File: src/hdl/memAccessPkg.sv
`default_nettype none

package memAccessPkg;

    ////////////////////
    // Memory geometry
    ////////////////////

    // Width of one CPU word
    localparam int DATA_W = 32;

    // Byte lanes across a word, one RAM each
    localparam int LANES  = 4;
    localparam int BYTE_W = DATA_W / LANES;
    localparam int HALF_W = DATA_W / 2;

    // Words of storage per lane
    localparam int DEPTH  = 256;
    localparam int IDX_W  = $clog2(DEPTH);

    ////////////////////
    // APB address map
    ////////////////////

    localparam int ADDR_W = 16;

    // Byte offset within the addressed word
    localparam int OFFSET_LSB = 0;
    localparam int OFFSET_MSB = 1;

    // Word index, IDX_W bits starting here
    localparam int IDX_LSB = 2;

    // Bits 12..10 carry nothing and are ignored

    // Access size code, two bits starting here
    localparam int SIZE_LSB = 13;

    // Load sign extension request
    localparam int SIGN_BIT = 15;

    ////////////////////
    // Access size
    ////////////////////

    // Code 3 is reserved and always answered with an error
    typedef enum logic [1:0] {
        SIZE_WORD = 2'd0,
        SIZE_HALF = 2'd1,
        SIZE_BYTE = 2'd2,
        SIZE_RSVD = 2'd3
    } accessSize_t;

endpackage

`default_nettype wire

File: src/hdl/byteLaneRam.sv
`default_nettype none

module byteLaneRam (
    input  logic                           clk,
    input  logic                           we,
    input  logic [memAccessPkg::IDX_W-1:0]  addr,
    input  logic [memAccessPkg::BYTE_W-1:0] wrByte,
    output logic [memAccessPkg::BYTE_W-1:0] rdByte
);
    import memAccessPkg::*;

    logic [BYTE_W-1:0] mem [DEPTH];

    ////////////////////
    // Storage
    ////////////////////

    always_ff @(posedge clk)
    begin
        if (we)
        begin
            mem[addr] <= wrByte;
        end
    end

    // Read every cycle, old data on a same-address write
    always_ff @(posedge clk)
    begin
        rdByte <= mem[addr];
    end

endmodule

`default_nettype wire

File: config.mk
export PLATFORM = sky130hd
export DESIGN_NAME = byteLaneRam
export DESIGN_NICKNAME = d
export VERILOG_FILES = /design/src/hdl/memAccessPkg.sv /design/src/hdl/byteLaneRam.sv
export SDC_FILE = /design/constraint.sdc
export NUM_CORES = 2
export LEC_CHECK = 0
export BUFFER_PORTS_ARGS = -buffer_cell sky130_fd_sc_hd__buf_2
export CAP_MARGIN = 10
export CORE_MARGIN = 5
export CORE_UTILIZATION = 62
export DETAILED_ROUTE_END_ITERATION = 7
export PLACE_DENSITY_LB_ADDON = 0.05
export SLEW_MARGIN = 30
export SYNTH_ARGS = -nofsm -noshare
export SYNTH_HDL_FRONTEND = slang
export SYNTH_SLANG_ARGS = --single-unit
export TNS_END_PERCENT = 50
File: constraint.sdc
create_clock -name clk -period 3.1 [get_ports clk]
set_input_delay 0.62 -clock clk [delete_from_list [all_inputs] [get_ports clk]]
set_output_delay 0.62 -clock clk [all_outputs]
set_load 0.01 [all_outputs]
After elaboration in Yosys (flattened, before gate mapping)
Memory sizes are Yosys's and may differ from the RTL's. A register that Yosys moved wholly into a read port is not among the register bits.
Cells that the tools add are included.
Storage, ports and cells
  register bits: 0
  latch bits: 0
  RAM bits: 2048
  bits in read-only memories: 0
  input port bits: 18
  output and inout port bits: 8
  memories kept: 1
Cells by class
  $add $sub $neg: 0
  multipliers: 0
  div/mod/pow operators: 0
  order comparisons: 0
  eq/ne operators: 0
  shifts and indexed selects: 0
  multiplexer cells: 2
  bitwise logic cells: 0
  reduce and logical (&&, ||, !) cells: 0
Memory list
  mem: words 256, width 8, rd ports 1, clocked after Yosys merged registers in 1, wr ports 1, RTL line byteLaneRam.sv:12  | logic [BYTE_W-1:0] mem [DEPTH];
Operators with widths (number)
  $mux 1: 2

Logic depth before layout (Yosys ltp)
  depth in word-level cells: 2
  mapped depth: 10
  gate-level depth less buffers: 5

Least setup slack after synthesis
No wires, ideal clock.
  kind: input to register
  start: input port addr[1] (netlist name)
  end: memory mem[111][0] (netlist name), enable pin
  setup time: 0.370 ns
  data arrival time: 2.469 ns
  slack: 0.261 ns
  stages on the path: 9
  path buffers: 5
  path through: buf_2 -> clkbuf_1 -> clkbuf_1 -> nand2_1 -> buf_2 -> nor2_1 -> nand2_1 -> clkbuf_1 -> nor2_1
RTL lines
  start, declared: RTL line byteLaneRam.sv:6  | input logic [memAccessPkg::IDX_W-1:0] addr,
  end, declared: RTL line byteLaneRam.sv:12
Straight into the memory's write port.

==> results_dict.tcl <==
set metrics [dict create \
    clockRootBuffer "clkbuf_16" \
    multiInputGateArea_mm2 0.0158 \
    dr.pass1.iters 5 \
    drc 0 \
    crit_type "input port to register" \
    power.leakage_nw 28.7 \
    synth_cells 3547 \
    cts.clk_slew.worst_paths_ns 0.06 \
    cts_sinks 2056 \
    cp-start-kind "input port" \
    grt_first_pass_wirelength_um 278000 \
    cts_buffer_depth 3 \
    period_share_pct 91.5 \
    die_area_mm2 0.134 \
    ctsHtreeMaxLevel 4 \
    cts_tree "yes" \
    max_clock_freq_mhz 353 \
    cts_hold_buf 0 \
    vias_per_cell 6.67 \
    fin_area_mm2 0.0907 \
    wire_per_inst_um 32.3 \
    cap_violations 0 \
    drtIter0Drc 5370 \
    regArea_mm2 0.0617 \
    status "complete, no violations" \
    placedInstanceArea_mm2 0.0845 \
    worstReg2RegStart "mem[234][3]" \
    yosysWarnings 0 \
    min_to "mem[87][4]" \
    final-setup-viol-count 0 \
    slew_violations 0 \
    synth-seq-cells 2056 \
    peakVddDrop_uv 642 \
    hold_path_class "input port to register" \
    rsz0062_at_grt "false" \
    slew_headroom_pct 35.7 \
    post_cts_buffers 0 \
    cts_made_buffers 195 \
    fillers 7219 \
    finalCriticalPeriod_ns 2.84 \
    ys_types 22 \
    min_path_cells 1 \
    grt-ovfl-total 0 \
    portBuffers 25 \
    powerDensity_mw_per_mm2 623 \
    grt_max_degree 101 \
    postRouteWirelength_um 189000 \
    syn-num-nets 3565 \
    hold_start "wrByte[4]" \
    hold_viol 0 \
    grt_pass1_vias 40000 \
    num_vias 39100 \
    synth_seq_area_share_pct 78.6 \
    drive_gt1_share_pct 31.7 \
    antenna_found_initial 9 \
    worstMarginPinSlew_ns 0.960 \
    required_ns 3.79 \
    hpwl_um 119000 \
    utilization_pct 72.1 \
    cp_max_fo 16 \
    reg2reg_depth 7 \
    tns_ns 0 \
    skew_ns 0.0211 \
    grt_usage_pct 28.7 \
    synth.avg_cell_area_um2 22.1 \
    syn2layout_area_growth_pct 15.5 \
    cts_resized 0 \
    gp_congestion 0.847 \
    rows 130 \
    initial_core_util_pct 62.4 \
    fp.dieH_um 366 \
    core_area_mm2 0.126 \
    critical_path_arrival_ns 3.53 \
    r2r_setup_slack_ns 0.48 \
    postRouteAntennaNets 0 \
    nets 4066 \
    fp.dieW_um 366 \
    synth_area_mm2 0.0785 \
    clkLatencyLatePin_ns 0.82 \
    worstReg2RegEnd "rdByte[3]" \
    ios 26 \
    cp-startpoint "addr[0]" \
    worstSetupEndpointType "register" \
]
[power breakdown]
group | switching, W | leakage, nW | total [W] | internal, W
Sequential | 0.0000543 | 18.5 | 0.0307 | 0.0306
Combinational | 0.00172 | 7.23 | 0.00280 | 0.00109
Clock | 0.00996 | 3.03 | 0.0230 | 0.0130
Total | 0.0117 | 28.7 | 0.0565 | 0.0447
[cells by family after synthesis]
family          count (synthesis)  synth area share, %
mux                           512                 14.7
buf+inv                       233                 1.40
simple gates                  330                 1.73
flops                        2056                 78.6
compound gates                416                 3.62
[cell usage after synthesis (all sizes together)]
cell    count  area [µm²]
and2        3        18.8
dfxtp       8         160
a22oi     256        1920
nand4       8        50.1
or2         2        12.5
nand3      13        65.1
mux4      512       11500
o41ai      32         280
nor2      232         871
inv         1        3.75
edfxtp   2048       61500
nor3       30         150
or3         1        6.26
nor2b       7        43.8
a21oi     128         641
buf        87         552
clkbuf    145         544
nand2      28         105
nand2b      6        37.5
[metrics by stage]
step	std cells	hold slack (ns)	total power [W]	worst slack [ns]
3_3_place_gp	5501	0.986	0.0340	-0.653
4_1_cts	5868	0.119	0.0568	0.287
5_1_grt	5868	0.144	0.0582	0.198
3_5_place_dp	5501	0.992	0.0341	-0.571
6_report	5872	0.179	0.0565	0.264
2_1_floorplan	3547	0.719	0.0326	0.261
[cells in the final DEF (no fill, tap or decap), types with 2 or more instances in the layout]
cell / instances
buf_8: 2
clkbuf_8: 17
clkinv_1: 46
a22oi_1: 256
dfxtp_1: 8
diode_2: 4
o41ai_1: 31
a21oi_1: 128
clkinvlp_4: 6
nor2b_1: 5
nand2_1: 28
nor3_1: 30
buf_12: 76
edfxtp_1: 2048
clkinv_2: 38
buf_4: 435
nand4_1: 8
inv_6: 11
nor2b_4: 2
or2_2: 2
bufinv_16: 13
nand3_1: 13
clkbuf_16: 198
buf_2: 15
nand2b_1: 5
mux4_2: 512
and2_1: 2
nor2_1: 230
clkbuf_1: 43
[registers in the layout (all words and copies together), names as in the netlist]
name,flops
mem,2048
rdByte,8
[layer usage]
metal	global-route usage, %	part of all wire (%)	vias up
li1	-	-	16100
met4	7.90	2.7	2
met3	6.51	11	311
met5	0	0.0053	-
met2	44.7	48	2170
met1	42.2	39	20600
[how the worst max path moves through the flow]
stage / endpoint / slack [ns]
after floorplan: mem[111][0] / 0.26
after global placement: rdByte[1] / -0.65
after detailed placement: rdByte[3] / -0.57
after CTS: rdByte[3] / 0.29
after global routing: rdByte[3] / 0.20
final: rdByte[3] / 0.26
[layout make-up]
| cell class | count | share of cell area (%) |
|---|---|---|
| diodes | 4 | 0.0110 |
| clock buffers | 250 | 5.78 |
| clock inverters | 117 | 1.04 |
| inverters | 1 | 0.00414 |
| multi-input cells | 1258 | 17.4 |
| flip-flops and latches | 2056 | 68.0 |
| well taps | 1650 | 2.28 |
| repair buffers | 536 | 5.52 |
[critical path, cell delays in order]
cell     delay (ns)
buf_8          0.26
buf_4          0.38
buf_4          0.23
mux4_2         0.51
a22oi_1        0.16
a21oi_1        0.21
o41ai_1        0.78
buf_4          0.25
nand4_1        0.09
(Power assumes the default switching activity.)
