`src/hdl/memAccessPkg.sv`:
```
`default_nettype none

package memAccessPkg;

    ////////////////////
    // Memory geometry
    ////////////////////

    // Width of one CPU word
    localparam int DATA_W = 32;

    // Byte lanes across a word, one RAM each
    localparam int LANES  = 4;
    localparam int BYTE_W = DATA_W / LANES;
    localparam int HALF_W = DATA_W / 2;

    // Words of storage per lane
    localparam int DEPTH  = 256;
    localparam int IDX_W  = $clog2(DEPTH);

    ////////////////////
    // APB address map
    ////////////////////

    localparam int ADDR_W = 16;

    // Byte offset within the addressed word
    localparam int OFFSET_LSB = 0;
    localparam int OFFSET_MSB = 1;

    // Word index, IDX_W bits starting here
    localparam int IDX_LSB = 2;

    // Bits 12..10 carry nothing and are ignored

    // Access size code, two bits starting here
    localparam int SIZE_LSB = 13;

    // Load sign extension request
    localparam int SIGN_BIT = 15;

    ////////////////////
    // Access size
    ////////////////////

    // Code 3 is reserved and always answered with an error
    typedef enum logic [1:0] {
        SIZE_WORD = 2'd0,
        SIZE_HALF = 2'd1,
        SIZE_BYTE = 2'd2,
        SIZE_RSVD = 2'd3
    } accessSize_t;

endpackage

`default_nettype wire

```
`src/hdl/memReqIf.sv`:
```
`default_nettype none

interface memReqIf;
    import memAccessPkg::*;

    // Single-cycle strobes, never high together
    logic                         wr;
    logic                         rd;

    // Decoded address fields
    logic [IDX_W-1:0]             wordIdx;
    accessSize_t                  size;
    logic                         signExt;
    logic [OFFSET_MSB:OFFSET_LSB] offset;

    // Store data as seen on the bus, load data after extension
    logic [DATA_W-1:0]            wrData;
    logic [DATA_W-1:0]            rdData;

    // APB side decodes the access and collects the result
    modport port (
        output wr, rd, wordIdx, size, signExt, offset, wrData,
        input  rdData
    );

    modport store (
        input wr, size, offset, wrData
    );

    modport load (
        input  rd, size, offset, signExt,
        output rdData
    );

endinterface

`default_nettype wire

```
`src/hdl/loadExtend.sv`:
```
`default_nettype none

module loadExtend (
    input  logic                            clk,
    input  logic                            arstN,
    input  logic [memAccessPkg::DATA_W-1:0] laneRdWord,
    memReqIf.load                           req
);
    import memAccessPkg::*;

    accessSize_t                  heldSize;
    logic [OFFSET_MSB:OFFSET_LSB] heldOffset;
    logic                         heldSignExt;
    logic [HALF_W-1:0]            selHalf;
    logic [BYTE_W-1:0]            selByte;
    logic                         fillBit;

    ////////////////////
    // Pending load
    ////////////////////

    // Lane data arrives one cycle after rd, the address may not
    always_ff @(posedge clk or negedge arstN)
    begin
        if (!arstN)
        begin
            heldSize    <= SIZE_WORD;
            heldOffset  <= '0;
            heldSignExt <= 1'b0;
        end
        else if (req.rd)
        begin
            heldSize    <= req.size;
            heldOffset  <= req.offset;
            heldSignExt <= req.signExt;
        end
    end

    ////////////////////
    // Extract and extend
    ////////////////////

    assign selHalf = heldOffset[OFFSET_MSB] ? laneRdWord[HALF_W +: HALF_W]
                                            : laneRdWord[0 +: HALF_W];
    assign selByte = laneRdWord[heldOffset * BYTE_W +: BYTE_W];

    // Top bit of the selected field when sign extending
    always_comb
    begin
        if (heldSize == SIZE_HALF)
        begin
            fillBit = heldSignExt && selHalf[HALF_W-1];
        end
        else
        begin
            fillBit = heldSignExt && selByte[BYTE_W-1];
        end
    end

    always_comb
    begin
        case (heldSize)
            SIZE_WORD: req.rdData = laneRdWord;
            SIZE_HALF: req.rdData = {{(DATA_W - HALF_W){fillBit}}, selHalf};
            SIZE_BYTE: req.rdData = {{(DATA_W - BYTE_W){fillBit}}, selByte};
            SIZE_RSVD: req.rdData = '0;
        endcase
    end

endmodule

`default_nettype wire

```
`src/flat_wrapper.sv`:
```
// flat-port wrapper written by rule: the top's interface ports become plain ports
module loadExtend_flat import memAccessPkg::*;
  (clk, arstN, laneRdWord, req_rd, req_size, req_offset, req_signExt, req_rdData);
  memReqIf req_i ();
  input  logic clk;
  input  logic arstN;
  input  logic [memAccessPkg::DATA_W-1:0] laneRdWord;
  input wire logic [$bits(req_i.rd)-1:0] req_rd;
  input wire logic [$bits(req_i.size)-1:0] req_size;
  input wire logic [$bits(req_i.offset)-1:0] req_offset;
  input wire logic [$bits(req_i.signExt)-1:0] req_signExt;
  output wire logic [$bits(req_i.rdData)-1:0] req_rdData;
  assign req_i.rd = req_rd;
  assign req_i.size = req_size;
  assign req_i.offset = req_offset;
  assign req_i.signExt = req_signExt;
  assign req_rdData = req_i.rdData;
  loadExtend u_core (.clk(clk), .arstN(arstN), .laneRdWord(laneRdWord), .req(req_i));
endmodule
```
`config.mk`:
```
export PLATFORM = sky130hd
export DESIGN_NAME = loadExtend_flat
export DESIGN_NICKNAME = d
export VERILOG_FILES = /design/src/hdl/memAccessPkg.sv /design/src/hdl/memReqIf.sv /design/src/hdl/loadExtend.sv /design/src/flat_wrapper.sv
export SDC_FILE = /design/constraint.sdc
export NUM_CORES = 1
export LEC_CHECK = 0
export ABC_AREA = 1
export ABC_CLOCK_PERIOD_IN_PS = 2300
export BUFFER_PORTS_ARGS = -buffer_cell sky130_fd_sc_hd__clkbuf_2
export CORE_UTILIZATION = 35
export DETAILED_ROUTE_END_ITERATION = 8
export GPL_TIMING_DRIVEN = 0
export PLACE_DENSITY = 0.85
export RECOVER_POWER = 100
export REMOVE_ABC_BUFFERS = 1
export SLEW_MARGIN = 20
export SYNTH_ARGS = -nofsm -noshare
export SYNTH_HDL_FRONTEND = slang
export SYNTH_SLANG_ARGS = --single-unit
export TNS_END_PERCENT = 30
```
`constraint.sdc`:
```
create_clock -name clk -period 2.3 [get_ports clk]
set_clock_uncertainty 0.15 [all_clocks]
set_input_delay 0.115 -clock clk [delete_from_list [all_inputs] [get_ports clk]]
set_output_delay 0.115 -clock clk [all_outputs]
set_load 0.005 [all_outputs]
```
; ---- Word level (Yosys, flattened, before mapping)
; Index checks and enable logic that the tools add are counted.
[word_totals]
reg_bits = 5
inputBits = 40
output_inout_bits = 32
wordCells = 13
[op_classes]
n_eq_ne = 3
n_shift = 1
n_mux = 3
n_reduce_logical = 3
[ops]
columns = op, count
row1 = $pmux W32 S4, 1
row2 = $shiftx A32 B6 Y8, 1
row3 = $mux W16, 1
row4 = $eq A2 B2 Y1 const B, 2
row5 = $eq A2 B1 Y1 const B, 1
row6 = $logic_and A1 B1 Y1, 2
row7 = $logic_not A2 Y1, 1
row8 = $mux W1, 1

; ---- Depth between registers and ports, before layout
[depth]
ltp_word = 4
mapped_depth = 9
depth_no_buf = 8

; ---- Worst setup path after synthesis
; No wires, ideal clock.
[synth_timing]
path_type = flip-flop to output port
from = register u_core.heldOffset[1] (netlist bit)
to = output port req_rdData[18]
arrival_time_ps = 1131
slack_ps = 904
path_stages_with_launch = 10
path_buffers = 2
path_cell_list = dfrtp_1 > buf_2 > inv_1 > nand3_1 > nand2_1 > nand2_1 > nand2_1 > nand2_2 > buf_6 > nand3_1
[synth_between]
elab_chain_cells = 4
word_cells_on_any_way = 6
[synth_rtl]
columns = item, line_no
row1 = start: declaration, loadExtend.sv:12  ; logic [OFFSET_MSB:OFFSET_LSB] heldOffset;
row2 = start signal: assignment, loadExtend.sv:34  ; heldOffset <= req.offset;
row3 = $shiftx A32 B6 Y8 or $mux W16 (tied branches), "loadExtend.sv:45, loadExtend.sv:43"
row4 = "$logic_and A1 B1 Y1, on equally long branches", "loadExtend.sv:56, loadExtend.sv:52"
row5 = $mux W1 (*), loadExtend.sv:50  ; if (heldSize == SIZE_HALF)
row6 = $pmux W32 S4 (*), loadExtend.sv:62  ; case (heldSize)
row7 = end: declaration, flat_wrapper.sv:12  ; output wire logic [$bits(req_i.rdData)-1:0] req_rdData;
; Mark *: on every way between the ends. The rest lies on a longest branch, timed or not.

; ---- Worst setup path after layout
[layout_timing]
from = register u_core.heldOffset[1] (netlist bit)
to = output port req_rdData[3]
[layout_between]
elab_chain_cells = 2
word_cells_on_any_way = 3
[layout_rtl]
columns = item, line_no
row1 = $shiftx A32 B6 Y8 or $mux W16 (tied branches), "loadExtend.sv:45, loadExtend.sv:43"
row2 = $pmux W32 S4 (*), loadExtend.sv:62
; Marked as above.

==> qor.yml <==
critical_path:
  setup.worst_path.start_class: "flop"
  worstSetupPathType: "reg2out"
  cp.arrival_ns: 1.85
  end_kind: "output port"
  crit_path_max_fanout: 18
  required_ns: 2.04
layout:
  fillers: 257
  antenna_cells: 0
  final_area_um2: 1390
  final_layout_size_suffix_gt1_frac: 0.354
  multi_input_area_um2: 652
  regArea_um2: 126
  nets: 298
  areaGrowthSynthToFinish_pct: 54.0
yosys:
  synth.distinct_cells: 17
  synth_top_area_frac: 0.329
  syn_avg_cell_area_um2: 5.00
  syn_inst: 180
  syn-cell-area_um2: 901
  ys_warn_count: 0
  yosys-top-cells-area: "nand2_1, nand3_1, dfrtp_1, inv_1, o21ai_0"
  yosys.area.top_type: "nand2_1"
  yosysSeqAreaShare: 0.139
  synth_seq_cells: 5
hold_path:
  hold_path.class: "in2reg"
timing:
  slew_violations: 0
  finalSetupViolCount: 0
  max_freq_mhz: 473
  worst_pin_slew_ns: 0.470
  slew_headroom: 0.686
  period_needed_ns: 2.11
  grt_setup_unrepaired: "false"
  fin_crit_sh: 0.919
  worst_slack_ns: 0.187
  finalHoldViolations: 0
die:
  rows: 18
  io_pins: 72
  die-area_um2: 2780
  die_y_um: 52.7
  core_region_area_um2: 2450
  die_w_um: 52.7
  start_util: 0.367
job:
  maxCapViolCount: 0
pwr:
  total_power_mw: 0.547
  power_density_nw_per_um2: 394
  p_comb_frac: 0.609
  intPower_mw: 0.322
  clkPwrFrac: 0.187
  power.switching_mw: 0.226
  vdd.ir_drop.worst_mv: 0.335
  swShare: 0.412
  seqPwrFrac: 0.204
  power_leakage_nw: 0.924
detailed_routing:
  dr.pass1.iters: 4
  drc: 0
  viasPerCell: 4.71
  routed_wl_um: 2850
  drt-initial-drc-count: 32
  wl_per_cell_um: 9.94
  vias: 1353
  antenna_left: 0
global_route:
  grt_max_degree: 25
  grt_pass1_vias: 1074
  grt_use_total: 0.203
  overflow: 0
  grt_first_pass_wirelength_um: 4240
  antenna_found_initial: 0
cts:
  insertion_delay_ns: 0.24
  cts_tree: "yes"
  cts_num_sinks: 5
  cts_buffers: 3
  h-tree-depth: 1
  path_clk_slew_ns: 0.04
  clockRootBuffer: "clkbuf_4"
  clockBufferDepth: 2
placement:
  portBuffers: 71
  placed_area_um2: 1250
  gp_congestion: 0.695
  pre_cts_ws_ns: -0.00922
  dp_hpwl_um: 2040
run_status:
  status: "complete, no violations"
cell families after synthesis:
logic type | Yosys count | synth area share
AO/OA/AOI/OAI | 25 | 0.151
buffers and inverters | 30 | 0.151
flip-flops | 5 | 0.139
AND/OR/NAND/NOR | 120 | 0.558
final timing paths:
path / startpoint / cells after the start / slack, ns / end
worst max-delay path: u_core.heldOffset[1] / 7 / 0.19 / req_rdData[3]
worst min-delay path: req_rd / 2 / 0.04 / u_core.heldOffset[0]
worst max register to register: u_core.heldOffset[1] / 3 / 0.96 / u_core.heldOffset[1]
worst min register to register: u_core.heldSignExt / 2 / 0.43 / u_core.heldSignExt
max in group asynchronous: arstN / 2 / 1.68 / u_core.heldOffset[1]
min in group asynchronous: arstN / 2 / 0.10 / u_core.heldOffset[0]
metrics by stage:
| stage | hold WS, ns | util | instances | TNS, ns |
|---|---|---|---|---|
| 2_1_floorplan | -0.331 | - | 170 | 0 |
| 3_3_place_gp | -0.214 | 0.502 | 271 | -2.42 |
| 3_5_place_dp | -0.213 | 0.509 | 272 | -0.00970 |
| 4_1_cts | 0.0227 | 0.548 | 282 | 0 |
| 5_1_grt | 0.0659 | 0.565 | 287 | 0 |
| 6_report | 0.0356 | 0.565 | 287 | 0 |
state kept, by name, summed over array words and instances (netlist names):
name / cells
u_core.heldOffset: 2
u_core.heldSignExt: 1
u_core.heldSize: 2
layer usage:
metal | vias to the layer above | track usage | part of all wire
met5 | - | 0 | 0
met4 | 0 | 0.0789 | 0.0067
met3 | 2 | 0.0232 | 0.059
met2 | 48 | 0.365 | 0.51
met1 | 581 | 0.240 | 0.43
li1 | 722 | - | -
cells in the mapped netlist, drive strengths merged:
cell type,n
o21a,3
inv,20
a21oi,6
or2,5
buf,7
nand2,81
dfrtp,5
nand3,28
o21ai,16
clkbuf,3
nor2,6
cell usage in the layout (no fill, tap or decap), drive strengths merged:
master        n
clkinvlp      1
nor2          6
dfrtp         5
nand2        81
o21ai        16
a21oi         6
o21a          3
nand3        28
or2           5
dlygate4sd3   6
inv          19
buf           6
clkbuf       75
area by class of cell:
cell class                 instances  area share
multi-input combinational        145       0.470
timing repair buffer              83       0.336
sequential                         5      0.0911
inverter                          20      0.0568
tap                               30      0.0271
clock buffer                       4      0.0189
power groups by stage:
stage                     Clock, mW  Combinational [mW]  Sequential [mW]
final                         0.102               0.333            0.112
after global routing          0.113               0.383            0.114
after CTS                     0.105               0.323            0.112
after detailed placement          0               0.312            0.112
after global placement            0               0.304            0.110
after floorplan                   0               0.165            0.107
repair_timing:
item                                    CTS  global route
setup buffers                             0             5
endpoints found under the setup margin   25            27
hold buffers                              6             0
gates resized for setup                   3             1
hold endpoints to repair                 10             0
critical path: stages (launching register included):
cell and delay [ns]:
dfrtp_2 0.57, clkinvlp_4 0.22, buf_4 0.19, o21ai_0 0.23, nor2_1 0.07, a21oi_1 0.12
o21ai_0 0.09, clkbuf_2 0.11
(Power assumes the default switching activity.)
