File: src/hdl/memAccessPkg.sv
`default_nettype none

package memAccessPkg;

    ////////////////////
    // Memory geometry
    ////////////////////

    // Width of one CPU word
    localparam int DATA_W = 32;

    // Byte lanes across a word, one RAM each
    localparam int LANES  = 4;
    localparam int BYTE_W = DATA_W / LANES;
    localparam int HALF_W = DATA_W / 2;

    // Words of storage per lane
    localparam int DEPTH  = 256;
    localparam int IDX_W  = $clog2(DEPTH);

    ////////////////////
    // APB address map
    ////////////////////

    localparam int ADDR_W = 16;

    // Byte offset within the addressed word
    localparam int OFFSET_LSB = 0;
    localparam int OFFSET_MSB = 1;

    // Word index, IDX_W bits starting here
    localparam int IDX_LSB = 2;

    // Bits 12..10 carry nothing and are ignored

    // Access size code, two bits starting here
    localparam int SIZE_LSB = 13;

    // Load sign extension request
    localparam int SIGN_BIT = 15;

    ////////////////////
    // Access size
    ////////////////////

    // Code 3 is reserved and always answered with an error
    typedef enum logic [1:0] {
        SIZE_WORD = 2'd0,
        SIZE_HALF = 2'd1,
        SIZE_BYTE = 2'd2,
        SIZE_RSVD = 2'd3
    } accessSize_t;

endpackage

`default_nettype wire

File: src/hdl/memReqIf.sv
`default_nettype none

interface memReqIf;
    import memAccessPkg::*;

    // Single-cycle strobes, never high together
    logic                         wr;
    logic                         rd;

    // Decoded address fields
    logic [IDX_W-1:0]             wordIdx;
    accessSize_t                  size;
    logic                         signExt;
    logic [OFFSET_MSB:OFFSET_LSB] offset;

    // Store data as seen on the bus, load data after extension
    logic [DATA_W-1:0]            wrData;
    logic [DATA_W-1:0]            rdData;

    // APB side decodes the access and collects the result
    modport port (
        output wr, rd, wordIdx, size, signExt, offset, wrData,
        input  rdData
    );

    modport store (
        input wr, size, offset, wrData
    );

    modport load (
        input  rd, size, offset, signExt,
        output rdData
    );

endinterface

`default_nettype wire

File: src/hdl/apbMemPort.sv
`default_nettype none

module apbMemPort (
    input  logic                            clk,
    input  logic                            arstN,
    input  logic                            psel,
    input  logic                            penable,
    input  logic                            pwrite,
    input  logic [memAccessPkg::ADDR_W-1:0] paddr,
    input  logic [memAccessPkg::DATA_W-1:0] pwdata,
    output logic [memAccessPkg::DATA_W-1:0] prdata,
    output logic                            pready,
    output logic                            pslverr,
    memReqIf.port                           req
);
    import memAccessPkg::*;

    typedef enum logic {
        IDLE,
        RD_WAIT
    } portState_t;

    portState_t                   state;
    portState_t                   stateNext;
    accessSize_t                  size;
    logic [OFFSET_MSB:OFFSET_LSB] offset;
    logic                         accessErr;
    logic                         firstAccess;
    logic                         wrStrobe;
    logic                         rdStrobe;

    ////////////////////
    // Address decode
    ////////////////////

    assign size   = accessSize_t'(paddr[SIZE_LSB +: $bits(accessSize_t)]);
    assign offset = paddr[OFFSET_MSB:OFFSET_LSB];

    assign req.size    = size;
    assign req.offset  = offset;
    assign req.signExt = paddr[SIGN_BIT];
    assign req.wordIdx = paddr[IDX_LSB +: IDX_W];
    assign req.wrData  = pwdata;

    // Alignment and size code check
    always_comb
    begin
        case (size)
            SIZE_WORD: accessErr = (offset != '0);
            SIZE_HALF: accessErr = offset[OFFSET_LSB];
            SIZE_BYTE: accessErr = 1'b0;
            SIZE_RSVD: accessErr = 1'b1;
        endcase
    end

    ////////////////////
    // Transfer sequencing
    ////////////////////

    // First access cycle of a transfer, before any wait state
    assign firstAccess = psel && penable && (state == IDLE);

    // Faulty accesses never reach the lanes
    assign wrStrobe = firstAccess && pwrite && !accessErr;
    assign rdStrobe = firstAccess && !pwrite && !accessErr;

    assign req.wr = wrStrobe;
    assign req.rd = rdStrobe;

    always_comb
    begin
        stateNext = state;
        case (state)
            IDLE:
            begin
                // Lanes and load extender need one cycle
                if (rdStrobe)
                begin
                    stateNext = RD_WAIT;
                end
            end
            RD_WAIT: stateNext = IDLE;
        endcase
    end

    always_ff @(posedge clk or negedge arstN)
    begin
        if (!arstN)
        begin
            state <= IDLE;
        end
        else
        begin
            state <= stateNext;
        end
    end

    // Writes and errors finish at once, reads after the wait state
    assign pready  = (firstAccess && (pwrite || accessErr)) || (state == RD_WAIT);
    assign pslverr = firstAccess && accessErr;
    assign prdata  = (state == RD_WAIT) ? req.rdData : '0;

endmodule

`default_nettype wire

File: src/flat_wrapper.sv
// flat-port wrapper written by rule: the top's interface ports become plain ports
module apbMemPort_flat import memAccessPkg::*;
  (clk, arstN, psel, penable, pwrite, paddr, pwdata, prdata, pready, pslverr, req_wr, req_rd, req_wordIdx, req_size, req_signExt, req_offset, req_wrData, req_rdData);
  memReqIf req_i ();
  input  logic clk;
  input  logic arstN;
  input  logic psel;
  input  logic penable;
  input  logic pwrite;
  input  logic [memAccessPkg::ADDR_W-1:0] paddr;
  input  logic [memAccessPkg::DATA_W-1:0] pwdata;
  output logic [memAccessPkg::DATA_W-1:0] prdata;
  output logic pready;
  output logic pslverr;
  output wire logic [$bits(req_i.wr)-1:0] req_wr;
  output wire logic [$bits(req_i.rd)-1:0] req_rd;
  output wire logic [$bits(req_i.wordIdx)-1:0] req_wordIdx;
  output wire logic [$bits(req_i.size)-1:0] req_size;
  output wire logic [$bits(req_i.signExt)-1:0] req_signExt;
  output wire logic [$bits(req_i.offset)-1:0] req_offset;
  output wire logic [$bits(req_i.wrData)-1:0] req_wrData;
  input wire logic [$bits(req_i.rdData)-1:0] req_rdData;
  assign req_wr = req_i.wr;
  assign req_rd = req_i.rd;
  assign req_wordIdx = req_i.wordIdx;
  assign req_size = req_i.size;
  assign req_signExt = req_i.signExt;
  assign req_offset = req_i.offset;
  assign req_wrData = req_i.wrData;
  assign req_i.rdData = req_rdData;
  apbMemPort u_core (.clk(clk), .arstN(arstN), .psel(psel), .penable(penable), .pwrite(pwrite), .paddr(paddr), .pwdata(pwdata), .prdata(prdata), .pready(pready), .pslverr(pslverr), .req(req_i));
endmodule
File: config.mk
export PLATFORM = sky130hd
export DESIGN_NAME = apbMemPort_flat
export DESIGN_NICKNAME = d
export VERILOG_FILES = /design/src/hdl/memAccessPkg.sv /design/src/hdl/memReqIf.sv /design/src/hdl/apbMemPort.sv /design/src/flat_wrapper.sv
export SDC_FILE = /design/constraint.sdc
export NUM_CORES = 1
export LEC_CHECK = 0
export BUFFER_PORTS_ARGS = -buffer_cell sky130_fd_sc_hd__buf_4
export CORE_AREA = 2 2 64 66
export DETAILED_ROUTE_END_ITERATION = 7
export DIE_AREA = 0 0 66 68
export PLACE_DENSITY = 0.67
export RECOVER_POWER = 100
export SLEW_MARGIN = 20
export SYNTH_ARGS = -nofsm -noshare
export SYNTH_HDL_FRONTEND = slang
export SYNTH_SLANG_ARGS = --single-unit
File: constraint.sdc
create_clock -name clk -period 1.2 [get_ports clk]
set_clock_uncertainty 0.1 [all_clocks]
set_input_delay 0.06 -clock clk [delete_from_list [all_inputs] [get_ports clk]]
set_output_delay 0.06 -clock clk [all_outputs]
set_load 0.05 [all_outputs]
* After elaboration in Yosys (flattened, before gate mapping)
Index checks and enable logic that the tools add are counted.
** Word-level totals
- Output and inout bits :: 81
- Bits of input ports :: 85
- Word-level logic and storage cells :: 23
- Register bits :: 1
** Cells by class
- Reduce and logical (&&, ||, !) cells :: 14
- Bitwise logic cells :: 1
- Muxes and demuxes :: 4
- Eq/ne operators :: 3
** Operator list (number)
- 32-bit 2-to-1 mux :: 1
- 1-bit logical AND :: 8
- 2-bit equality test, second input constant :: 2
- 1-bit case mux with 4 select lines :: 1
- 2-bit by 1-bit equality test with 1-bit output, second input constant :: 1
- 1-bit logical NOT :: 2
- 2-bit logical NOT :: 1
- 1-bit logical OR :: 2
- 1-bit case mux with 2 select lines :: 1
- 2-bit nonzero test :: 1
- 1-bit 2-to-1 mux :: 1
- 1-bit NOT :: 1

* Depth between registers and ports, before layout
- Word-level depth :: 6
- Mapped depth :: 3
- Gate-level depth less buffers :: 3

* Worst setup path after synthesis
OpenSTA, ideal clock, no wires.
- Path kind :: register to output
- From :: reg u_core.state
- To :: out pslverr
- Arrival :: 1.661 ns
- Required time :: 1.040 ns
- Setup slack :: -0.621 ns
- Path buffers :: 1
- Stages on the path, launching flop included :: 3
- Cells stage by stage :: dfrtp_1 buf_2 nor3_1
** Between the ends
- Cells in the longest elaborated chain, start to end :: 3
** Ends and longest elaborated chain
- from (decl) :: RTL line apbMemPort.sv:23 : portState_t state;
- from (signal assigned) :: RTL line apbMemPort.sv:94 : state <= stateNext;
- 1-bit NOT :: RTL line apbMemPort.sv:61 : assign firstAccess = psel && penable && (state == IDLE);
- 1-bit logical AND :: RTL line apbMemPort.sv:61
- 1-bit logical AND :: RTL line apbMemPort.sv:100 : assign pslverr = firstAccess && accessErr;
- to (decl) :: RTL line flat_wrapper.sv:14 : output logic pslverr;
Every way passes these cells.

* Worst setup path after layout
- From :: reg u_core.state
- To :: out req_rd
** Between the ends
- Cells in the longest elaborated chain, start to end :: 4
** Ends and longest elaborated chain
- 1-bit NOT :: RTL line apbMemPort.sv:61
- 1-bit logical AND :: RTL line apbMemPort.sv:61
- 1-bit logical AND (2 in series) :: RTL line apbMemPort.sv:65 : assign rdStrobe = firstAccess && !pwrite && !accessErr;
- to (decl) :: RTL line flat_wrapper.sv:16 : output wire logic [$bits(req_i.rd)-1:0] req_rd;
Every way passes these cells.

==> results.yml <==
synth:
  synth.area.top_cells: "buf_4 (50%), and2_1 (30%), dfrtp_1 (3.7%), o31ai_4 (3.1%), and3b_1 (2.6%)"
  yosys.area.top_type: "buf_4"
  synth.avg_cell_area_um2: 7.25
  ys_seq_area_frac: 0.0367
  syn_nets: 179
  synth_most_common_cell: "buf_4"
  synth-edff-count: 0
  syn_inst: 94
  synth_area_um2: 682
  synth_commonest_cells: "buf_4 (45), and2_1 (33), buf_2 (3)"
  synth_top_area_frac: 0.495
  yosysUniqueCellTypes: 14
  ys_ff_latch: 1
  ys_warn_count: 0
  synthFlopType: "dfrtp_1"
  synthArstFlopShare: 1.00
finish:
  finish.utilization: 0.262
  top_regs: "u_core.state (1)"
  layout.nets: 218
  largest-register: "u_core.state"
  drive_gt1_frac: 0.634
  syn2layout_area_growth_pct: 48.1
  antennaDiodeCount: 0
  fin_area_um2: 1010
  largest_reg_flops: 1
floorplan:
  io_pins: 166
  die_height_um: 68
  die_area_um2: 4490
  start_util: 0.177
  fp.dieW_um: 66
  core_um2: 3860
  fp-row-count: 23
power_and_ir_drop:
  peakVddDrop_mv: 0.136
  powerDensity_nw_per_um2: 334
  leakage_nw: 0.564
timing:
  max-slew-margin-rel: 0.607
  max_freq_mhz: 910
  worst_pin_slew_ns: 0.591
  tns_ns: 0
  drv_slew: 0
  setup_ws_ns: 0.101
  fin_crit_ns: 1.10
  period_share: 0.916
  finalHoldViolCount: 0
  final-setup-viol-count: 0
  grt_setup_unrepaired: "no"
detailed_routing:
  wl_per_cell_um: 9.29
  highest_layer: "met4"
  drc_errors: 0
  drt-met1-wl_um: 464
  ant_nets: 0
  vias: 678
  wl_met3_um: 398
  route.met2.wl_um: 788
  drt_pass1_iterations: 3
  routed_wl_um: 1680
  drt-initial-drc-count: 7
  vias_per_cell: 3.75
worst_setup_path:
  critical_path.endpoint_type: "output pin"
  r2r-end: "u_core.state"
  path_cells: "nor2_1 -> and3b_1 -> clkbuf_4"
  startpoint: "u_core.state"
  crit_path_start_kind: "flip-flop"
  worstPathArrival_ns: 0.94
  r2r_slack_ns: 0.32
  cpMaxStageDelayCell: "dfrtp_1"
  path_max_fanout: 4
  path_delay_family: "flip-flops"
  reg2reg_from: "u_core.state"
  worst-r2r-cell-count: 2
  cp.required_ns: 1.04
  critPathMaxStageDelay_ns: 0.38
  worstSetupPathType: "flip-flop to output pin"
  critPathBufInv: 1
cts:
  clk_latency_ns: 0
  path_clk_slew_ns: 0
  cts_setup_buffers: 0
hold_path:
  min_to: "req_wrData[12]"
  hp-start: "pwdata[12]"
  hold_depth: 0
  hold_path.class: "primary input to output pin"
run_status:
  status: "finished clean"
place:
  portBuffers: 80
  dpl-instance-area_um2: 1030
  dp_slack_ns: 0.0797
  hpwl_um: 1510
  gp_congestion: 0.584
grt:
  grt_max_degree: 22
  grt_pass1_wl_um: 2200
  gr-total-overflow: 0
  grt_use_total: 0.0595
  grt_pass1_vias: 530
  antenna_found_initial: 0
flow_run:
  drv_cap: 0
[per-stage QoR]
step	std cells	power, mW	hold slack, ns
after CTS	181	0.353	0.0203
after floorplan	94	0.567	-0.336
after global placement	180	0.348	-0.258
after detailed placement	180	0.350	-0.258
after global routing	181	0.356	0.0201
final	181	0.337	0.0200
[timing repair]
item	CTS	global route
hold endpoints to repair	1	0
gates resized for setup	0	0
hold buffers	1	0
[layer usage]
metal	GRT usage	up-vias
li1	-	319
met1	0.0441	282
met2	0.122	69
met3	0.0395	8
met4	0.0153	0
met5	0	-
[worst max path at each step]
| stage | endpoint | slack, ns | cells after the start |
|---|---|---|---|
| floorplan | prdata[19] | 0.02 | 2 |
| global placement | prdata[4] | 0.1 | 3 |
| detailed placement | prdata[28] | 0.08 | 3 |
| CTS | prdata[0] | 0.08 | 3 |
| global route | prdata[29] | 0.004 | 3 |
| finish | req_rd | 0.10 | 3 |
[cell families (layout without fill, tap and decap cells)]
group | count (synthesis) | count (layout) | share of synthesized area
buffers and inverters | 48 | 85 | 0.517
DFF | 1 | 1 | 0.0367
and+or+nand+nor | 42 | 42 | 0.394
AOI/OAI and AO/OA | 3 | 3 | 0.0514
[power breakdown]
part	switching, mW	internal (mW)	total, mW
registers	0.000864	0.0352	0.0361
clock network	0	0	0
logic	0.163	0.139	0.301
total	0.163	0.174	0.337
[placed cells by master, fill, tap and decap left out, types with 2 or more instances in the layout]
master | synthesis | routed
buf_4 | 45 | 70
and2_1 | 33 | 27
clkbuf_1 | 0 | 5
and2_0 | 0 | 6
clkbuf_2 | 0 | 6
and3b_1 | 2 | 2
clkbuf_4 | 0 | 3
nand2_1 | 2 | 2
[worst reg2reg max path: stages (launching register included)]
cell and delay, ns:
dfrtp_1 0.38, nor2_1 0.16, and3b_1 0.17
[final cells by class]
type,instances,area (µm²)
sequential,1,25.0
timing repair buffer,85,607
multi-input combinational,45,315
tap,50,62.6
fill,444,2850
Note: power is estimated with default switching activity, not from simulation.
