<file path="src/hdl/memAccessPkg.sv">
`default_nettype none

package memAccessPkg;

    ////////////////////
    // Memory geometry
    ////////////////////

    // Width of one CPU word
    localparam int DATA_W = 32;

    // Byte lanes across a word, one RAM each
    localparam int LANES  = 4;
    localparam int BYTE_W = DATA_W / LANES;
    localparam int HALF_W = DATA_W / 2;

    // Words of storage per lane
    localparam int DEPTH  = 256;
    localparam int IDX_W  = $clog2(DEPTH);

    ////////////////////
    // APB address map
    ////////////////////

    localparam int ADDR_W = 16;

    // Byte offset within the addressed word
    localparam int OFFSET_LSB = 0;
    localparam int OFFSET_MSB = 1;

    // Word index, IDX_W bits starting here
    localparam int IDX_LSB = 2;

    // Bits 12..10 carry nothing and are ignored

    // Access size code, two bits starting here
    localparam int SIZE_LSB = 13;

    // Load sign extension request
    localparam int SIGN_BIT = 15;

    ////////////////////
    // Access size
    ////////////////////

    // Code 3 is reserved and always answered with an error
    typedef enum logic [1:0] {
        SIZE_WORD = 2'd0,
        SIZE_HALF = 2'd1,
        SIZE_BYTE = 2'd2,
        SIZE_RSVD = 2'd3
    } accessSize_t;

endpackage

`default_nettype wire

</file>
<file path="src/hdl/memReqIf.sv">
`default_nettype none

interface memReqIf;
    import memAccessPkg::*;

    // Single-cycle strobes, never high together
    logic                         wr;
    logic                         rd;

    // Decoded address fields
    logic [IDX_W-1:0]             wordIdx;
    accessSize_t                  size;
    logic                         signExt;
    logic [OFFSET_MSB:OFFSET_LSB] offset;

    // Store data as seen on the bus, load data after extension
    logic [DATA_W-1:0]            wrData;
    logic [DATA_W-1:0]            rdData;

    // APB side decodes the access and collects the result
    modport port (
        output wr, rd, wordIdx, size, signExt, offset, wrData,
        input  rdData
    );

    modport store (
        input wr, size, offset, wrData
    );

    modport load (
        input  rd, size, offset, signExt,
        output rdData
    );

endinterface

`default_nettype wire

</file>
<file path="src/hdl/storeAlign.sv">
`default_nettype none

module storeAlign (
    memReqIf.store                          req,
    output logic [memAccessPkg::LANES-1:0]  byteEn,
    output logic [memAccessPkg::DATA_W-1:0] laneWrWord
);
    import memAccessPkg::*;

    always_comb
    begin
        byteEn     = '0;
        laneWrWord = req.wrData;

        case (req.size)
            SIZE_WORD:
            begin
                byteEn = '1;
            end
            SIZE_HALF:
            begin
                // Offset bit 1 picks the upper halfword
                if (req.offset[OFFSET_MSB])
                begin
                    byteEn     = 4'b1100;
                    laneWrWord = req.wrData << HALF_W;
                end
                else
                begin
                    byteEn = 4'b0011;
                end
            end
            SIZE_BYTE:
            begin
                // Low byte moves up to its lane
                byteEn     = LANES'(1) << req.offset;
                laneWrWord = req.wrData << (req.offset * BYTE_W);
            end
            SIZE_RSVD:
            begin
                byteEn = '0;
            end
        endcase

        // Lanes stay untouched outside a store strobe
        if (!req.wr)
        begin
            byteEn = '0;
        end
    end

endmodule

`default_nettype wire

</file>
<file path="src/flat_wrapper.sv">
// flat-port wrapper written by rule: the top's interface ports become plain ports
module storeAlign_flat import memAccessPkg::*;
  (byteEn, laneWrWord, req_wr, req_size, req_offset, req_wrData);
  memReqIf req_i ();
  output logic [memAccessPkg::LANES-1:0] byteEn;
  output logic [memAccessPkg::DATA_W-1:0] laneWrWord;
  input wire logic [$bits(req_i.wr)-1:0] req_wr;
  input wire logic [$bits(req_i.size)-1:0] req_size;
  input wire logic [$bits(req_i.offset)-1:0] req_offset;
  input wire logic [$bits(req_i.wrData)-1:0] req_wrData;
  assign req_i.wr = req_wr;
  assign req_i.size = req_size;
  assign req_i.offset = req_offset;
  assign req_i.wrData = req_wrData;
  storeAlign u_core (.req(req_i), .byteEn(byteEn), .laneWrWord(laneWrWord));
endmodule
</file>
<file path="config.mk">
export PLATFORM = sky130hd
export DESIGN_NAME = storeAlign_flat
export DESIGN_NICKNAME = d
export VERILOG_FILES = /design/src/hdl/memAccessPkg.sv /design/src/hdl/memReqIf.sv /design/src/hdl/storeAlign.sv /design/src/flat_wrapper.sv
export SDC_FILE = /design/constraint.sdc
export NUM_CORES = 1
export LEC_CHECK = 0
export BUFFER_PORTS_ARGS = -buffer_cell sky130_fd_sc_hd__buf_2
export CAP_MARGIN = 40
export CORE_ASPECT_RATIO = 1.1
export CORE_MARGIN = 5
export CORE_UTILIZATION = 39
export DETAILED_ROUTE_END_ITERATION = 7
export PLACE_DENSITY = 0.79
export REMOVE_ABC_BUFFERS = 1
export SLEW_MARGIN = 20
export SYNTH_ARGS = -nofsm -noshare
export SYNTH_HDL_FRONTEND = slang
export SYNTH_SLANG_ARGS = --single-unit
</file>
<file path="constraint.sdc">
create_clock -name vclk -period 1.7
set_clock_uncertainty 0.05 [all_clocks]
set_input_delay 0.085 -clock vclk [all_inputs]
set_output_delay 0.085 -clock vclk [all_outputs]
set_load 0.02 [all_outputs]
</file>
### Word level (Yosys, flattened, before mapping)

Index checks and enable logic that the tools add are counted.

| storage, ports and cells | value |
|---|---|
| register bits | 0 |
| word-level logic and storage cells | 11 |

| cells by class | value |
|---|---|
| eq/ne operators | 3 |
| shifts and indexed selects | 2 |
| reduce and logical (&&, ||, !) cells | 1 |
| muxes and demuxes | 5 |

Operator list:

| kind | number |
|---|---|
| case mux 32 bit (2 select lines) | 1 |
| two-way mux 32 bit | 1 |
| << shifter 32 x 5 -> 32 bit | 1 |
| case mux 4 bit (4 select lines) | 1 |
| two-way mux 4 bit | 2 |
| == test 2 bit, second input constant | 2 |
| << shifter 1 x 2 -> 4 bit, first input constant | 1 |
| == test 2 x 1 -> 1 bit, second input constant | 1 |
| logical NOT 2 bit | 1 |

### Longest topological paths before layout

Gate-level depths: netlist of run 1.

| logic depth | value |
|---|---|
| depth in word-level cells | 3 |
| mapped depth | 7 |

### Worst setup path before layout of run 1

OpenSTA, ideal clock, no wires.

| timing path | value |
|---|---|
| path kind | input port to output port |
| start | input port req_size[0] |
| end | output port laneWrWord[24] in the netlist's numbering |
| path slack | 0.330 ns |
| stages on the path | 6 |
| arrival time | 1.235 ns |
| path through | inv_1 -> ha_1 -> buf_2 -> and3_1 -> buf_2 -> a221o_1 |

| between the ends | value |
|---|---|
| word-level cells in the longest chain between the ends | 2 |
| elaborated cells between the ends (all ways) | 3 |

Ends and longest elaborated chain:

| item | RTL line | source |
|---|---|---|
| from (decl) | flat_wrapper.sv:8 | `input wire logic [$bits(req_i.size)-1:0] req_size;` |
| == test 2 bit / == test 2 x 1 -> 1 bit (equally long branches) | storeAlign.sv:15 | `case (req.size)` |
| case mux 32 bit (2 select lines) * | storeAlign.sv:15 |  |
| to (decl) | flat_wrapper.sv:6 | `output logic [memAccessPkg::DATA_W-1:0] laneWrWord;` |

Every way passes the cells marked *; elsewhere a longest branch is shown, timed or not.

### Worst setup path in the final report of run 1

| timing path | value |
|---|---|
| start | input port req_size[0] |
| end | output port laneWrWord[29] in the netlist's numbering |

The elaborated chain is that of the path after synthesis.

==> run_results.csv, run 1 <==
group,metric,value,unit
detailed_routing,drt-initial-drc-count,25,
sta,maxSlewHeadroom,0.7289,
power,leakage,0.6772,nW
global_route,grt_pass1_wl,4464,µm
cells_and_area,nNetsFinal,216,
critical_path,arrival,1.48,ns
outcome,status,"completed",
cells_and_area,antenna_cells,0,
critical_path,path_delay_family,"buffers and inverters",
detailed_routing,antenna_left,0,
global_route,grt_pass1_vias,1086,
cells_and_area,fillers,201,
worst_hold_path,min_path_type,"in2out",
cells_and_area,layoutNonFillerInstCount,200,
sta,slew_viol_final,0,
critical_path,crit_required,1.56,ns
global_route,grt_max_degree,17,
power,switchingPower,0.2868,mW
cells_and_area,drive_gt1_frac,0.6105,
die,floorplan.rows,17,
global_route,overflow,0,
power,ir_worst_vdd,255.0,µV
sta,post-route-min-period,1.619,ns
power,clkPwrFrac,0,
detailed_routing,first_pass_iters,4,
detailed_routing,vias_per_cell,5.635,
detailed_routing,vias,1127,
die,dieWidth,54.80,µm
sta,fin_tns_setup,0,ns
critical_path,crit_buf_inv,3,
power,p_comb_frac,1.000,
place,placed_area,0.001231,mm²
cells_and_area,area_delta_synth_final,47.67,%
critical_path,critical-path-max-stage-delay,0.36,ns
die,ioPinCount,73,
clocking,hold_buffers,0,
sta,setup_viol,0,
detailed_routing,drc,0,
detailed_routing,wl_per_cell,14.91,µm
cells_and_area,register_area,0,µm²
logic_synthesis,syn_area_per_cell,8.358,µm²
logic_synthesis,syn_inst,103,
logic_synthesis,ys_warn_count,0,
critical_path,cp_common_cell,"buf_2",
critical_path,startpoint_type,"input pin",
sta,hold-worst-slack,0.4624,ns
sta,tightest_slew,0.4051,ns
global_route,grt_antenna_before_repair,0,
place,dp_hpwl,2414,µm
sta,min_period_over_period,0.9524,
run,maxCapViolCount,0,
place,gp_congestion,0.7797,
die,coreArea,0.002063,mm²
critical_path,crit_path_end_kind,"output port",
power,powerDensity,399.3,mW/mm²
logic_synthesis,seq_area_frac_synth,0,
power,switching_share,0.5649,
power,internal-power,0.2208,mW
die,dieArea,0.003248,mm²
sta,hold_viol,0,
logic_synthesis,netlist_area,860.8,µm²
sta,max_freq,0.6176,GHz
critical_path,crit_fanout,8,
cells_and_area,multiInputGateArea,805.8,µm²
die,initial_core_util,0.4172,
critical_path,cpMaxStageDelayCell,"ha_2",
die,die_y,59.28,µm
cells_and_area,final_area,0.001271,mm²
place,post-place-cells,199,
power,p_total,0.5076,mW
place,port_buffers,73,
detailed_routing,wirelength,2981,µm
critical_path,path_class,"in2out",
cells_and_area,nClkBuffers,0,
power,power_frac_seq,0,
logic_synthesis,synth_cell_types,23,
cells_and_area,design.seq.count,0,
global_route,grt_util_all_layers,0.1754,
critical_path,cp_cell_sequence,"buf_2, inv_1, ha_2, and3_2, a221o_1, buf_2",
## final cells by class
type,count,area share
repair buffers,79,0.3327
inverters,2,0.005906
multi-input cells,91,0.6339
well taps,28,0.02756
## routing by layer
metal  GRT usage  vias up  share of wire
met5           0        -              0
met4     0.03559        0         0.0040
met3    0.005038        2          0.077
met2      0.3497       43           0.53
met1      0.1949      537           0.39
li1            -      545              -
## tightest hold or removal path: cells and delay by family
| family | cells | cell delay (ns) |
|---|---|---|
| AO/OA/AOI/OAI | 1 | 0.12 |
| buffers and inverters | 2 | 0.22 |
## cells in the mapped netlist (2+ instances only)
master	number	area [µm²]
a22o_1	23	201.4
nor2_1	11	41.29
and2_1	9	56.30
a221o_1	8	80.08
a22oi_2	7	87.58
mux2_4	7	105.1
buf_2	6	30.03
ha_1	5	62.56
o21a_1	5	37.54
nor2b_1	3	18.77
a21oi_1	2	10.01
and3_1	2	12.51
buf_4	2	15.01
buf_6	2	22.52
inv_1	2	7.510
nor2b_2	2	17.52
## metrics by stage
stage / setup slack, ns / util
6_report: 0.08088 / 0.6161
5_1_grt: -0.03175 / 0.6161
4_1_cts: 0.02211 / 0.6010
3_5_place_dp: -0.08127 / 0.5967
3_3_place_gp: -0.02633 / 0.5967
2_1_floorplan: -0.03597 / -
## cells by family (layout without fill, tap and decap cells)
kind of cell / count (synthesis) / after routing / synth area share
adder cells (fa/ha/maj): 5 / 5 / 0.07267
buffers and inverters: 12 / 81 / 0.08721
AO/OA/AOI/OAI: 49 / 49 / 0.5305
AND/OR/NAND/NOR: 30 / 30 / 0.1875
multiplexers: 7 / 7 / 0.1221
## timing repair
action | 4_1_cts | 5_1_grt
pin swaps | 0 | 1
buffers inserted | 0 | 1
cloned | 0 | 0
resized for setup | 2 | 6
endpoints found under the setup margin | 16 | 24
## power groups by stage
stage / combinational (mW) / sequential (mW) / clock [mW]
4_1_cts: 0.493 / 0 / 0
2_1_floorplan: 0.301 / 0 / 0
3_5_place_dp: 0.488 / 0 / 0
3_3_place_gp: 0.479 / 0 / 0
5_1_grt: 0.546 / 0 / 0
6_report: 0.508 / 0 / 0
## final timing paths
kind                  startpoint        endpoint  cells past startpoint
hold / removal    req_wrData[27]  laneWrWord[27]                      3
setup / recovery     req_size[0]  laneWrWord[29]                      6
## layout by cell type (no fill, tap or decap), drive strengths merged
cell type	n
and3	2
nand2	1
a22o	23
mux2	7
nand3	1
a22oi	7
o21ai	3
ha	5
buf	79
nor2b	5
and2	9
inv	2
o21a	5
nor2	12
a32o	1
a221o	8
a21oi	2
Power figures use the tool's default switching activity.
==> run 2, diff against run 1 <==
CAP_MARGIN = 20   (was 40)
CORE_ASPECT_RATIO = unset   (was 1.1)
==> run 2 against run 1 <==
- total power is 3.2% higher
- sequential cell count unchanged
- combinational power up 3%
- critical path type unchanged
- critical endpoint is now laneWrWord[28]
- largest cell class unchanged
==> run_results.csv, run 2 (synthesis gave the netlist of run 1 again) <==
group,metric,value,unit
sta,maxSlewHeadroom,0.7479,
clocking,hold_buffers,0,
cells_and_area,nNetsFinal,217,
die,dieWidth,56.98,µm
global_route,grt_max_degree,17,
power,switchingPower,0.2940,mW
place,placed_area,0.001231,mm²
sta,hold-worst-slack,0.4667,ns
critical_path,crit_path_end_kind,"output port",
critical_path,path_class,"in2out",
sta,setup_viol,0,
global_route,grt_pass1_vias,1137,
power,clkPwrFrac,0,
die,die_y,56.98,µm
detailed_routing,wl_per_cell,15.97,µm
power,internal-power,0.2300,mW
cells_and_area,final_cell_mix,"73 x buf_2, 23 x a22o_1, 10 x nor2_1",
sta,tightest_slew,0.3782,ns
detailed_routing,vias,1124,
global_route,grt_util_met2,0.3524,
outcome,status,"completed",
die,floorplan.rows,17,
cells_and_area,fillers,203,
cells_and_area,design.seq.count,0,
detailed_routing,vias_per_cell,5.592,
sta,post-route-min-period,1.648,ns
power,powerDensity,407.0,mW/mm²
critical_path,worstSetupEndpoint,"laneWrWord[28]",
sta,fin_tns_setup,0,ns
detailed_routing,first_pass_iters,4,
global_route,grt_antenna_before_repair,0,
worst_hold_path,min_path_type,"in2out",
cells_and_area,final_area,0.001287,mm²
critical_path,arrival,1.51,ns
sta,setup_ws,0.05161,ns
critical_path,cp-startpoint,"req_size[0]",
power,leakage,0.6891,nW
detailed_routing,drt-initial-drc-count,33,
critical_path,crit_fanout,8,
sta,slew_viol_final,0,
sta,hold_viol,0,
detailed_routing,antenna_left,0,
power,ir_worst_vdd,245.1,µV
cells_and_area,antenna_cells,0,
critical_path,startpoint_type,"input pin",
detailed_routing,drc,0,
run,maxCapViolCount,0,
cells_and_area,area_delta_synth_final,49.56,%
die,coreArea,0.002170,mm²
worst_hold_path,worstHoldStart,"req_wrData[26]",
cells_and_area,drive_gt1_frac,0.6012,
power,power_frac_seq,0,
place,pre_cts_slack,-0.1428,ns
power,p_comb_frac,1.000,
cells_and_area,layout_commonest_cell,"buf_2",
power,switching_share,0.5610,
detailed_routing,wirelength,3210,µm
die,ioPinCount,73,
global_route,met3_usage,0.02262,
power,p_total,0.5240,mW
global_route,use_met1,0.2129,
global_route,grt_util_all_layers,0.1813,
cells_and_area,register_area,0,µm²
place,dp_hpwl,2493,µm
die,dieArea,0.003247,mm²
global_route,grt_most_used_layer,"met2",
cells_and_area,nClkBuffers,0,
critical_path,crit_required,1.56,ns
sta,min_period_over_period,0.9696,
place,gp_congestion,0.7482,
die,initial_core_util,0.3968,
place,port_buffers,73,
sta,rsz0062_at_grt,"no",
global_route,grt_pass1_wl,5030,µm
sta,max_freq,0.6067,GHz
global_route,overflow,0,
-- run 2: changes by cell type in the layout (fill, tap and decap cells not counted), sizes merged --
cell | previous run | this run
buf | 79 | 80
-- run 2: final cells by class --
type                       count  area (µm²)  share of cell area
multi-input combinational     91       802.0              0.6229
timing repair buffer          80       442.9              0.3440
tap                           28       35.03             0.02721
inverter                       2       7.507            0.005831
-- run 2: worst max-delay path: stages --
cell     delay (ns)
buf_2          0.10
inv_1          0.08
ha_1           0.40
and3_2         0.32
a221o_1        0.37
buf_2          0.16
-- run 2: power by group through the flow --
| stage | combinational (mW) | clock [mW] | sequential, mW |
|---|---|---|---|
| CTS | 0.498 | 0 | 0 |
| global placement | 0.478 | 0 | 0 |
| global route | 0.557 | 0 | 0 |
| floorplan | 0.301 | 0 | 0 |
| finish | 0.524 | 0 | 0 |
| detailed placement | 0.492 | 0 | 0 |
-- run 2: metrics by stage --
stage            util  instances
5_1_grt        0.5934        201
3_3_place_gp   0.5675        199
6_report       0.5934        201
4_1_cts        0.5709        199
2_1_floorplan       -         93
3_5_place_dp   0.5675        199
-- run 2: per-layer routing --
metal	wire length, µm	vias up
li1	-	546
met1	1321	521
met2	1595	53
met3	252	4
met4	41	0
met5	0	-
-- run 2: how the worst min path moves through the flow --
stage	end	depth (start not counted)
final	laneWrWord[26]	3
after global routing	laneWrWord[27]	3
after CTS	laneWrWord[30]	3
after detailed placement	laneWrWord[29]	3
after global placement	laneWrWord[30]	3
after floorplan	byteEn[0]	1
-- run 2: what timing repair did --
action	4_1_cts	5_1_grt
setup buffers	0	2
pin swaps	0	2
setup endpoints to repair	16	20
resized for setup	1	5
